`src/sram_test_pkg.sv`:
```
package sram_test_pkg;

  localparam int ADDR_BITS = 6;
  localparam int DATA_BITS = 16;

  typedef logic [ADDR_BITS-1:0] addr_t;
  typedef logic [DATA_BITS-1:0] data_t;

  // Highest word address of the part under test
  localparam addr_t LAST_ADDR = addr_t'((1 << ADDR_BITS) - 1);

  // Listed in run order
  typedef enum logic [2:0] {
    PAT_ZEROS       = 3'd0,
    PAT_ONES        = 3'd1,
    PAT_CHECKER     = 3'd2,
    PAT_INV_CHECKER = 3'd3,
    PAT_ADDR        = 3'd4
  } pattern_kind_t;

  typedef struct packed {
    logic  write;
    addr_t addr;
    data_t wdata;
  } sram_req_t;

  typedef struct packed {
    addr_t addr;
    data_t data_out;
    logic  data_oe;
    logic  ce_n;
    logic  we_n;
    logic  oe_n;
  } sram_pins_t;

  typedef struct packed {
    logic          done;
    logic          pass;
    pattern_kind_t pattern;
    addr_t         fail_addr;
    data_t         last_read;
    data_t         last_expected;
  } tester_status_t;

endpackage
```
`src/sram_test_top.sv`:
```
`timescale 1ns/1ns

module sram_test_top (
  input  logic                            clk,
  input  logic                            reset,
  input  logic                            start,
  input  sram_test_pkg::data_t            data_in,
  output sram_test_pkg::sram_pins_t       pins,
  output sram_test_pkg::tester_status_t   status
);

  sram_test_pkg::addr_t         addr;
  logic                         addr_last;
  logic                         addr_clear;
  logic                         addr_step;
  sram_test_pkg::pattern_kind_t kind;
  logic                         final_kind;
  sram_test_pkg::data_t         expected;
  logic                         pat_clear;
  logic                         pat_advance;
  logic                         req_valid;
  sram_test_pkg::sram_req_t     req;
  logic                         busy;
  logic                         ack;
  sram_test_pkg::data_t         rdata;

  sram_tester u_tester (
    .clk         (clk),
    .reset       (reset),
    .start       (start),
    .addr        (addr),
    .addr_last   (addr_last),
    .addr_clear  (addr_clear),
    .addr_step   (addr_step),
    .kind        (kind),
    .final_kind  (final_kind),
    .expected    (expected),
    .pat_clear   (pat_clear),
    .pat_advance (pat_advance),
    .req_valid   (req_valid),
    .req         (req),
    .busy        (busy),
    .ack         (ack),
    .rdata       (rdata),
    .status      (status)
  );

  addr_iter u_addr (
    .clk   (clk),
    .reset (reset),
    .clear (addr_clear),
    .step  (addr_step),
    .addr  (addr),
    .last  (addr_last)
  );

  pattern_gen u_pattern (
    .clk        (clk),
    .reset      (reset),
    .clear      (pat_clear),
    .advance    (pat_advance),
    .addr       (addr),
    .kind       (kind),
    .final_kind (final_kind),
    .expected   (expected)
  );

  sram_ctrl u_ctrl (
    .clk       (clk),
    .reset     (reset),
    .req_valid (req_valid),
    .req       (req),
    .busy      (busy),
    .ack       (ack),
    .rdata     (rdata),
    .pins      (pins),
    .data_in   (data_in)
  );

endmodule

```
`src/sram_tester.sv`:
```
`timescale 1ns/1ns

module sram_tester (
  input  logic                            clk,
  input  logic                            reset,
  input  logic                            start,
  input  sram_test_pkg::addr_t            addr,
  input  logic                            addr_last,
  output logic                            addr_clear,
  output logic                            addr_step,
  input  sram_test_pkg::pattern_kind_t    kind,
  input  logic                            final_kind,
  input  sram_test_pkg::data_t            expected,
  output logic                            pat_clear,
  output logic                            pat_advance,
  output logic                            req_valid,
  output sram_test_pkg::sram_req_t        req,
  input  logic                            busy,
  input  logic                            ack,
  input  sram_test_pkg::data_t            rdata,
  output sram_test_pkg::tester_status_t   status
);

  typedef enum logic [2:0] {
    IDLE,
    WRITE_ISSUE,
    WRITE_WAIT,
    READ_ISSUE,
    READ_WAIT,
    FINISHED,
    HALTED
  } state_t;

  state_t state;
  state_t next_state;

  logic done_q;
  logic pass_q;
  logic mismatch;

  sram_test_pkg::addr_t fail_addr_q;
  sram_test_pkg::data_t last_read_q;
  sram_test_pkg::data_t last_expected_q;

  assign mismatch = (rdata != expected);

  always_comb begin
    next_state  = state;
    addr_clear  = 1'b0;
    addr_step   = 1'b0;
    pat_clear   = 1'b0;
    pat_advance = 1'b0;
    req_valid   = 1'b0;

    case (state)
      IDLE, FINISHED, HALTED: begin
        if (start) begin
          addr_clear = 1'b1;
          pat_clear  = 1'b1;
          next_state = WRITE_ISSUE;
        end
      end

      WRITE_ISSUE: begin
        if (!busy) begin
          req_valid  = 1'b1;
          next_state = WRITE_WAIT;
        end
      end

      WRITE_WAIT: begin
        if (ack) begin
          if (addr_last) begin
            // Whole array written, go back and read it
            addr_clear = 1'b1;
            next_state = READ_ISSUE;
          end else begin
            addr_step  = 1'b1;
            next_state = WRITE_ISSUE;
          end
        end
      end

      READ_ISSUE: begin
        if (!busy) begin
          req_valid  = 1'b1;
          next_state = READ_WAIT;
        end
      end

      READ_WAIT: begin
        if (ack) begin
          if (mismatch) begin
            next_state = HALTED;
          end else if (addr_last) begin
            if (final_kind) begin
              next_state = FINISHED;
            end else begin
              pat_advance = 1'b1;
              addr_clear  = 1'b1;
              next_state  = WRITE_ISSUE;
            end
          end else begin
            addr_step  = 1'b1;
            next_state = READ_ISSUE;
          end
        end
      end

      default: begin
        next_state = IDLE;
      end
    endcase
  end

  always_ff @(posedge clk or posedge reset) begin
    if (reset) begin
      state  <= IDLE;
      done_q <= 1'b0;
      pass_q <= 1'b1;
    end else begin
      state <= next_state;
      if (pat_clear) begin
        done_q <= 1'b0;
        pass_q <= 1'b1;
      end else if (state == READ_WAIT && ack) begin
        if (mismatch) begin
          done_q <= 1'b1;
          pass_q <= 1'b0;
        end else if (addr_last && final_kind) begin
          done_q <= 1'b1;
        end
      end
    end
  end

  // Result words of the most recent read
  always_ff @(posedge clk) begin
    if (state == READ_WAIT && ack) begin
      last_read_q     <= rdata;
      last_expected_q <= expected;
      if (mismatch) begin
        fail_addr_q <= addr;
      end
    end
  end

  assign req = '{
    write: (state == WRITE_ISSUE),
    addr:  addr,
    wdata: expected
  };

  assign status = '{
    done:          done_q,
    pass:          pass_q,
    pattern:       kind,
    fail_addr:     fail_addr_q,
    last_read:     last_read_q,
    last_expected: last_expected_q
  };

endmodule

```
`src/sram_ctrl.sv`:
```
`timescale 1ns/1ns

module sram_ctrl (
  input  logic                        clk,
  input  logic                        reset,
  input  logic                        req_valid,
  input  sram_test_pkg::sram_req_t    req,
  output logic                        busy,
  output logic                        ack,
  output sram_test_pkg::data_t        rdata,
  output sram_test_pkg::sram_pins_t   pins,
  input  sram_test_pkg::data_t        data_in
);

  typedef enum logic [1:0] {
    IDLE,
    ACCESS1,
    ACCESS2,
    FINISH
  } state_t;

  state_t state;

  logic ce_n_q;
  logic we_n_q;
  logic oe_n_q;
  logic data_oe_q;

  sram_test_pkg::addr_t addr_q;
  sram_test_pkg::data_t data_out_q;
  sram_test_pkg::data_t rdata_q;

  // Strobes come straight from flops so the pins never glitch
  always_ff @(posedge clk or posedge reset) begin
    if (reset) begin
      state     <= IDLE;
      ce_n_q    <= 1'b1;
      we_n_q    <= 1'b1;
      oe_n_q    <= 1'b1;
      data_oe_q <= 1'b0;
    end else begin
      case (state)
        IDLE: begin
          if (req_valid) begin
            state     <= ACCESS1;
            ce_n_q    <= 1'b0;
            we_n_q    <= ~req.write;
            oe_n_q    <= req.write;
            data_oe_q <= req.write;
          end
        end
        ACCESS1: begin
          state <= ACCESS2;
        end
        ACCESS2: begin
          // Release the bus after the second access cycle
          state     <= FINISH;
          ce_n_q    <= 1'b1;
          we_n_q    <= 1'b1;
          oe_n_q    <= 1'b1;
          data_oe_q <= 1'b0;
        end
        default: begin
          state <= IDLE;
        end
      endcase
    end
  end

  always_ff @(posedge clk) begin
    if (state == IDLE && req_valid) begin
      addr_q     <= req.addr;
      data_out_q <= req.wdata;
    end
    // Sample read data at the end of the access
    if (state == ACCESS2 && !oe_n_q) begin
      rdata_q <= data_in;
    end
  end

  assign busy  = (state != IDLE);
  assign ack   = (state == FINISH);
  assign rdata = rdata_q;

  assign pins = '{
    addr:     addr_q,
    data_out: data_out_q,
    data_oe:  data_oe_q,
    ce_n:     ce_n_q,
    we_n:     we_n_q,
    oe_n:     oe_n_q
  };

endmodule

```
`src/pattern_gen.sv`:
```
`timescale 1ns/1ns

module pattern_gen (
  input  logic                          clk,
  input  logic                          reset,
  input  logic                          clear,
  input  logic                          advance,
  input  sram_test_pkg::addr_t          addr,
  output sram_test_pkg::pattern_kind_t  kind,
  output logic                          final_kind,
  output sram_test_pkg::data_t          expected
);

  sram_test_pkg::pattern_kind_t next_kind;

  // Successor in run order, the last pattern stays put
  always_comb begin
    case (kind)
      sram_test_pkg::PAT_ZEROS:       next_kind = sram_test_pkg::PAT_ONES;
      sram_test_pkg::PAT_ONES:        next_kind = sram_test_pkg::PAT_CHECKER;
      sram_test_pkg::PAT_CHECKER:     next_kind = sram_test_pkg::PAT_INV_CHECKER;
      sram_test_pkg::PAT_INV_CHECKER: next_kind = sram_test_pkg::PAT_ADDR;
      default:                        next_kind = sram_test_pkg::PAT_ADDR;
    endcase
  end

  always_ff @(posedge clk or posedge reset) begin
    if (reset) begin
      kind <= sram_test_pkg::PAT_ZEROS;
    end else if (clear) begin
      kind <= sram_test_pkg::PAT_ZEROS;
    end else if (advance && !final_kind) begin
      kind <= next_kind;
    end
  end

  assign final_kind = (kind == sram_test_pkg::PAT_ADDR);

  // Expected word for the current address
  always_comb begin
    case (kind)
      sram_test_pkg::PAT_ZEROS: begin
        expected = '0;
      end
      sram_test_pkg::PAT_ONES: begin
        expected = '1;
      end
      sram_test_pkg::PAT_CHECKER: begin
        expected = {(sram_test_pkg::DATA_BITS / 2){2'b01}};
      end
      sram_test_pkg::PAT_INV_CHECKER: begin
        expected = {(sram_test_pkg::DATA_BITS / 2){2'b10}};
      end
      sram_test_pkg::PAT_ADDR: begin
        // Address zero-extended into the data word
        expected = sram_test_pkg::data_t'(addr);
      end
      default: begin
        expected = '0;
      end
    endcase
  end

endmodule

```
`src/addr_iter.sv`:
```
`timescale 1ns/1ns

module addr_iter (
  input  logic                  clk,
  input  logic                  reset,
  input  logic                  clear,
  input  logic                  step,
  output sram_test_pkg::addr_t  addr,
  output logic                  last
);

  always_ff @(posedge clk or posedge reset) begin
    if (reset) begin
      addr <= '0;
    end else if (clear) begin
      addr <= '0;
    end else if (step) begin
      // Wrap back to zero after the top address
      if (last) begin
        addr <= '0;
      end else begin
        addr <= addr + 1'b1;
      end
    end
  end

  // Tells the tester this is the final word of a pass
  assign last = (addr == sram_test_pkg::LAST_ADDR);

endmodule

```
`config.mk`:
```
export PLATFORM = sky130hd
export DESIGN_NAME = sram_test_top
export DESIGN_NICKNAME = d
export VERILOG_FILES = /design/src/sram_test_pkg.sv /design/src/sram_test_top.sv /design/src/sram_tester.sv /design/src/sram_ctrl.sv /design/src/pattern_gen.sv /design/src/addr_iter.sv
export SDC_FILE = /design/constraint.sdc
export NUM_CORES = 1
export LEC_CHECK = 0
export BUFFER_PORTS_ARGS = -buffer_cell sky130_fd_sc_hd__clkbuf_2
export CAP_MARGIN = 40
export CORE_ASPECT_RATIO = 0.6
export CORE_UTILIZATION = 48
export CTS_CLUSTER_DIAMETER = 100
export DETAILED_ROUTE_END_ITERATION = 10
export PLACE_DENSITY = 0.76
export SLEW_MARGIN = 10
export SYNTH_ARGS = -nofsm -noshare
export SYNTH_HDL_FRONTEND = slang
export SYNTH_SLANG_ARGS = --single-unit
```
`constraint.sdc`:
```
create_clock -name clk -period 2.73 [get_ports clk]
set_clock_uncertainty 0.1 [all_clocks]
set_input_delay 0.1365 -clock clk [delete_from_list [all_inputs] [get_ports clk]]
set_output_delay 0.1365 -clock clk [all_outputs]
set_load 0.005 [all_outputs]
```
==> summary.md, run 1 <==
| Metric | Value |
|---|---|
| Async set or reset register ratio after synthesis | `25.0%` |
| Hold WC Path Type | `input port to register` |
| Final instance area | `around 4500 sq um` |
| Post-layout minimum cycle time | `about 2.6 ns` |
| CTS root buffer | `clkbuf_16` |
| Top-count cell post-synth | `edfxtp_1` |
| Syn_area_per_cell | `13.7 sq um` |
| Netlist cell types | `52` |
| Reg-to-Reg Start | `u_pattern.kind[1]$_DFFE_PP0P_` |
| Placement Rows | `23` |
| TritonCTS clock tree | `built` |
| Count of non-filler cells in the finished layout | `451` |
| CP max stage delay | `0.54 ns` |
| Pwr per Cell Area | `833 nW/um^2` |
| Total gr overflow | `0` |
| Mapped Area | `3520 sq um` |
| Area leader, netlist | `edfxtp_1` |
| Max cap viols | `0` |
| Die extent in y | `68.3 um` |
| Worst-path clk slew | `0.06 ns` |
| Worst vdd ir | `slightly below 0.0007 V` |
| Detailed Route Iter0 Violations | `257` |
| Largest family of logic cells by synthesized area | `simple AND/OR/NAND/NOR gates` |
| Worst hold slack | `0.0771 ns` |
| Final setup fails | `0` |
| Startpoint Class | `register` |
| Post-synth EDFFs | `60` |
| Register area share after synthesis | `65.6%` |
| Vias per cell | `5.48` |
| Fraction of synthesized area in multiplexers | `around 1.7%` |
| Initial antenna violation count | `0` |
| Worst Setup EP | `u_addr.addr[4]$_DFFE_PP0P_` |
| Post-Route WL | `7430 um` |
| Diode count | `0` |
| DRT Pass-1 Iters | `5` |
| Reg2Reg Depth | `7` |
| DRT antenna net count | `0` |
| Port bufs | `87` |
| Post-DP HPWL | `5280 um` |
| Clk sinks | `80` |
| Placed Area | `~4000 sq um` |
| Htree depth | `3` |
| WP data required | `2.90 ns` |
| Worst-Skew Late Latency | `0.34 ns` |
| Seq cells post-synth | `80` |
| Syn Inst Count | `257` |
| Core area | `6880 sq um` |
| Crit path top cell by count | `mux2i_1` |
| Inst Count DP | `~420` |
| Max transition margin | `46.2%` |
| Util after Layout | `between 60% and 70%` |
| Gr usage total | `21.2%` |
| Layout cell share with drive strength beyond 1 | `37.4%` |
| Initial core utilization | `51.1%` |
| Drt drc | `0` |
| I/O pin total | `88` |
| Crit. End Element | `register` |
| Post-synth top cells | `edfxtp_1 (60), buf_4 (23), dfrtp_1 (16), inv_1 (13)` |
| DR vias | `2470` |
| Area grow syn2layout | `27.9%` |
| Worst reg2reg setup slack | `0.08 ns` |
| WP data arrival | `2.82 ns` |
| Worst setup startpoint | `u_pattern.kind[1]$_DFFE_PP0P_` |
| Pins Over Slew Limit | `0` |
| Synth Area in Adders | `1.42%` |
| Nets | `between 300 and 400` |
| Xor/xnor share of the synthesized area | `1.46%` |
| CP cell instances | `xor2_2 > and2_4 > mux2i_1 > a2111oi_4 > nand4_1 > a21oi_1 > mux2i_1` |
| Syn. warnings | `0` |
| Die width | `112 um` |
| Vias in the first global route | `~2.2k` |
| Synthesized Nets | `280` |
| Critical path's slowest cell | `dfrtp_1` |
| Run status | `finished clean` |
| Maximum fanout along the worst path | `8` |
| Ys flop type | `edfxtp_1` |
| Synth area leaders | `edfxtp_1 (51%), dfrtp_1 (11%), buf_4 (4.9%)` |
| Pin count of the biggest net entering global routing | `21` |
| R2r endpoint | `u_addr.addr[4]$_DFFE_PP0P_` |
| Simple-gate area share of the yosys netlist | `11.3%` |
| Wire length per cell | `approximately 16 um` |
| Filler cell count | `522` |
| Fin. Hold Viols | `0` |
| Crit Path Category | `register to register` |
| CTS Buf Count | `9` |
| Max Freq | `378 MHz` |
| Period Utilization, post-route | `97.0%` |
| Gp weighted congestion | `0.914` |
| First-pass GRT wire length | `11500 um` |
| Die Footprint | `approximately 7700 sq um` |
| Leakage | `1.91 nW` |
| Clock tree buffer depth | `2` |
| Compound-Gate Fraction of Synth Area | `11.0%` |
| Depth of the worst hold-timing path | `3` |
| Yosys top cell area share | `51.2%` |
| Worst slew pin tran | `0.806 ns` |
==> placed cells by master, fill, tap and decap left out, types with 2 or more instances in the layout <==
| cell | count |
|---|---|
| clkbuf_2 | 87 |
| edfxtp_1 | 60 |
| dlygate4sd3_1 | 17 |
| buf_4 | 17 |
| dfrtp_1 | 15 |
| inv_1 | 13 |
| a21oi_1 | 12 |
| nand3_1 | 12 |
| nand2_1 | 10 |
| clkbuf_16 | 9 |
| o21ai_0 | 8 |
| nor2_1 | 8 |
| mux2i_1 | 6 |
| nor3_1 | 5 |
| and2_1 | 4 |
| and3_1 | 4 |
| nor2b_1 | 4 |
| o21a_1 | 4 |
| a21o_1 | 4 |
| ha_1 | 4 |
| dfstp_2 | 4 |
| a211oi_1 | 3 |
| xor2_1 | 3 |
| nand3b_1 | 3 |
| nand4_1 | 3 |
| o211ai_1 | 3 |
| o22a_1 | 3 |
| bufinv_16 | 3 |
| and4_1 | 2 |
| a22o_2 | 2 |
| a31oi_1 | 2 |
| o22ai_1 | 2 |
| nand2b_1 | 2 |
| clkinv_2 | 2 |
==> power breakdown <==
group	switching, W	internal (W)
logic	0.000398	0.000322
registers	0.000151	0.00153
clock network	0.000458	0.000891
==> per-layer routing <==
layer  global-route usage (%)  wire length [um]
met1                     28.4              3450
met2                     31.2              3170
met3                     8.24               684
met4                     8.83               123
met5                        0                 0
==> flip-flops by register name (all words and copies together), names as in the netlist, 2 cells and up <==
| name | cells |
|---|---|
| u_ctrl.rdata | 16 |
| u_addr.addr | 6 |
| u_tester.last_read_q | 16 |
| u_tester.last_expected_q | 8 |
| u_ctrl.addr_q | 6 |
| u_ctrl.data_out_q | 8 |
| u_tester.state | 3 |
| u_tester.fail_addr_q | 6 |
| u_ctrl.state | 2 |
| u_pattern.kind | 3 |
==> logic make-up (layout without fill, tap and decap cells) <==
| family | after synthesis | count (layout) |
|---|---|---|
| AOI/OAI and AO/OA | 52 | 52 |
| xor gates and xnor gates | 5 | 5 |
| adders and majority gates | 4 | 4 |
| buffers and inverters | 43 | 150 |
| DFF | 80 | 80 |
| muxes | 6 | 6 |
| and+or+nand+nor | 67 | 67 |
==> how the worst min path moves through the flow <==
stage	startpoint	end	slack, ns
after floorplan	reset	u_addr.addr[0]$_DFFE_PP0P_	-0.003
after global placement	reset	u_addr.addr[0]$_DFFE_PP0P_	0.21
after detailed placement	data_in[14]	u_ctrl.rdata[14]$_DFFE_PP_	0.22
after CTS	start	u_tester.pass_q$_DFFE_PP1P_	0.07
after global routing	start	u_pattern.kind[1]$_DFFE_PP0P_	0.13
final	start	u_tester.pass_q$_DFFE_PP1P_	0.08
==> area by class of cell <==
cell class	count	area [sq um]	share of cell area (%)
Clock buffer	10	229	5.09
Clock inverter	6	109	2.42
Inverter	13	48.8	1.09
Multi-Input combinational cell	134	960	21.3
Sequential cell	80	2310	51.3
Tap cell	87	109	2.42
Timing Repair Buffer	121	733	16.3
==> timing repair <==
item | in CTS | in global routing
hold endpoints to repair | 32 | 0
pin swaps | 0 | 4
gates resized for setup | 2 | 3
endpoints found under the setup margin | 2 | 7
setup buffers | 0 | 1
hold buffers | 17 | 0
==> metrics by stage <==
step | TNS (ns) | total power [W] | setup slack, ns
6_report | 0 | 0.00375 | 0.0819
5_1_grt | -0.0244 | 0.00394 | -0.0167
4_1_cts | 0 | 0.00377 | 0.00440
3_5_place_dp | 0 | 0.00240 | 0.0206
3_3_place_gp | 0 | 0.00237 | 0.115
2_1_floorplan | 0 | 0.00219 | 0.127
==> worst max-delay path, delay by kind of cell (launching register included) <==
family | cells | cell delay (ns)
AO/OA/AOI/OAI | 2 | 0.75
XOR/XNOR | 1 | 0.29
AND/OR/NAND/NOR | 2 | 0.58
flip-flops | 1 | 0.54
multiplexers | 2 | 0.31
Power figures use the tool's default switching activity.
==> run 2: changes to the inputs <==
Settings changed: CORE_UTILIZATION 48 to 25, PLACE_DENSITY 0.76 to unset.
==> summary.md, run 2 (synthesis results as in run 1) <==
| Metric | Value |
|---|---|
| Nets | `385` |
| Vias per cell | `4.33` |
| Detailed Route Iter0 Violations | `132` |
| Placement Rows | `33` |
| Crit. End Element | `register` |
| Diode count | `0` |
| DRT Pass-1 Iters | `4` |
| Worst-path clk slew | `0.07 ns` |
| WP data required | `~2.8 ns` |
| Initial core utilization | `25.6%` |
| Die extent in y | `93.9 um` |
| Util after Layout | `34.0%` |
| Clock tree buffer depth | `2` |
| Crit Path Category | `register to register` |
| Max transition margin | `70.9%` |
| Gp weighted congestion | `0.858` |
| I/O pin total | `88` |
| Area grow syn2layout | `32.4%` |
| Maximum fanout along the worst path | `3` |
| Die width | `155 um` |
| Most frequent cells in the layout | `clkbuf_2 (87), edfxtp_1 (60), buf_4 (19)` |
| Initial antenna violation count | `0` |
| WP data arrival | `2.67 ns` |
| DR vias | `2418` |
| Wire length per cell | `14.6 um` |
| CTS Buf Count | `9` |
| Worst reg2reg setup slack | `0.16 ns` |
| Pins Over Slew Limit | `0` |
| Worst slack, placed | `0.123 ns` |
| Worst vdd ir | `about 0.00034 V` |
| Max Freq | `389 MHz` |
| Max cap viols | `0` |
| Gr usage total | `12.0%` |
| CTS root buffer | `clkbuf_16` |
| Layout cell share with drive strength beyond 1 | `38.1%` |
| Port bufs | `between 80 and 90` |
| Setup TNS | `0 ns` |
| RSZ-0062 raised after global routing | `no` |
| Fin. Hold Viols | `0` |
| Hold WC Path Type | `input port to register` |
| Run status | `finished clean` |
| Post-layout minimum cycle time | `2.57 ns` |
| Leakage | `~1.9 nW` |
| Pwr per Cell Area | `between 700 and 800 nW/um^2` |
| DRT antenna net count | `0` |
| First-pass GRT wire length | `13000 um` |
| Total gr overflow | `0` |
| Filler cell count | `1373` |
| Pin count of the biggest net entering global routing | `18` |
| Worst slew pin tran | `0.436 ns` |
| Vias in the first global route | `2337` |
| Htree depth | `3` |
| Die Footprint | `14600 sq um` |
| TritonCTS clock tree | `built` |
| Period Utilization, post-route | `94.3%` |
| Worst-Skew Late Latency | `around 0.33 ns` |
| Final setup fails | `0` |
| Core area | `approximately 14000 sq um` |
| Commonest non-fill, non-tap cell in the layout | `clkbuf_2` |
| Post-Route WL | `8170 um` |
| Drt drc | `0` |
| Clk sinks | `80` |
| Worst Slack Setup Final | `0.156 ns` |
| Post-DP HPWL | `6200 um` |
| Startpoint Class | `register` |
[run 2: cell types whose count changed in the layout (fill, tap and decap cells not counted), moves of 2 or more]
cell	before	now
a21oi_2	0	2
buf_4	17	19
a21oi_1	12	10
clkinv_2	2	0
clkinvlp_4	0	2
[run 2: power breakdown]
part / switching, W / total, W / internal [W] / leakage (nW)
combinational: 0.000415 / 0.000742 / 0.000327 / 0.963
clock: 0.000477 / 0.00128 / 0.000806 / 0.149
sequential: 0.000149 / 0.00168 / 0.00153 / 0.806
total: 0.00104 / 0.00370 / 0.00266 / 1.92
[run 2: critical path, cell delays in order, from the launching register on]
cell and delay [ns]:
edfxtp_1 0.42, or4_1 0.55, nor3_1 0.15, o22ai_1 0.12, a311oi_2 0.26, buf_4 0.17
nand4_1 0.13, a2111oi_1 0.44, a211oi_1 0.10
[run 2: repair_timing]
item / 4_1_cts / 5_1_grt
setup buffers: 0 / 2
hold endpoints to repair: 32 / 0
setup endpoints to repair: 0 / 5
resized for setup: 0 / 6
hold buffers: 17 / 0
[run 2: layer usage]
metal  part of all wire, %  global-route usage [%]  vias to the layer above
li1                      -                       -                     1147
met1                    51                    17.3                     1175
met2                    41                    17.3                       91
met3                   7.9                    3.83                        5
met4                  0.48                    2.23                        0
met5                     0                       0                        -
[run 2: final timing paths]
| check | startpoint | end | cells past startpoint |
|---|---|---|---|
| setup reg to reg | u_ctrl.rdata[7]$_DFFE_PP_ | u_addr.addr[5]$_DFFE_PP0P_ | 8 |
| max in group asynchronous | reset | u_tester.pass_q$_DFFE_PP1P_ | 4 |
| hold / removal | start | u_tester.pass_q$_DFFE_PP1P_ | 3 |
| setup / recovery | u_ctrl.rdata[7]$_DFFE_PP_ | u_addr.addr[5]$_DFFE_PP0P_ | 8 |
| min in group asynchronous | reset | u_addr.addr[0]$_DFFE_PP0P_ | 3 |
| hold reg to reg | u_ctrl.rdata[9]$_DFFE_PP_ | u_tester.last_read_q[9]$_DFFE_PP_ | 0 |
[run 2: metrics by stage]
step	hold WS, ns	instances	total power (W)	instance area [sq um]
global route	0.140	559	0.00392	4660
detailed placement	0.00621	524	0.00243	4130
finish	0.0918	559	0.00370	4660
CTS	0.0675	557	0.00374	4620
global placement	0.216	523	0.00240	4100
floorplan	-0.00263	257	0.00219	3520
[run 2: cell type report]
| class | count | area [sq um] | share of cell area, % |
|---|---|---|---|
| clock buffer | 10 | 229 | 4.92 |
| clock inverter | 6 | 92.6 | 1.99 |
| inverter | 13 | 48.8 | 1.05 |
| multi-input combinational | 134 | 960 | 20.6 |
| sequential | 80 | 2310 | 49.6 |
| tap | 192 | 240 | 5.16 |
| timing repair buffer | 124 | 776 | 16.7 |
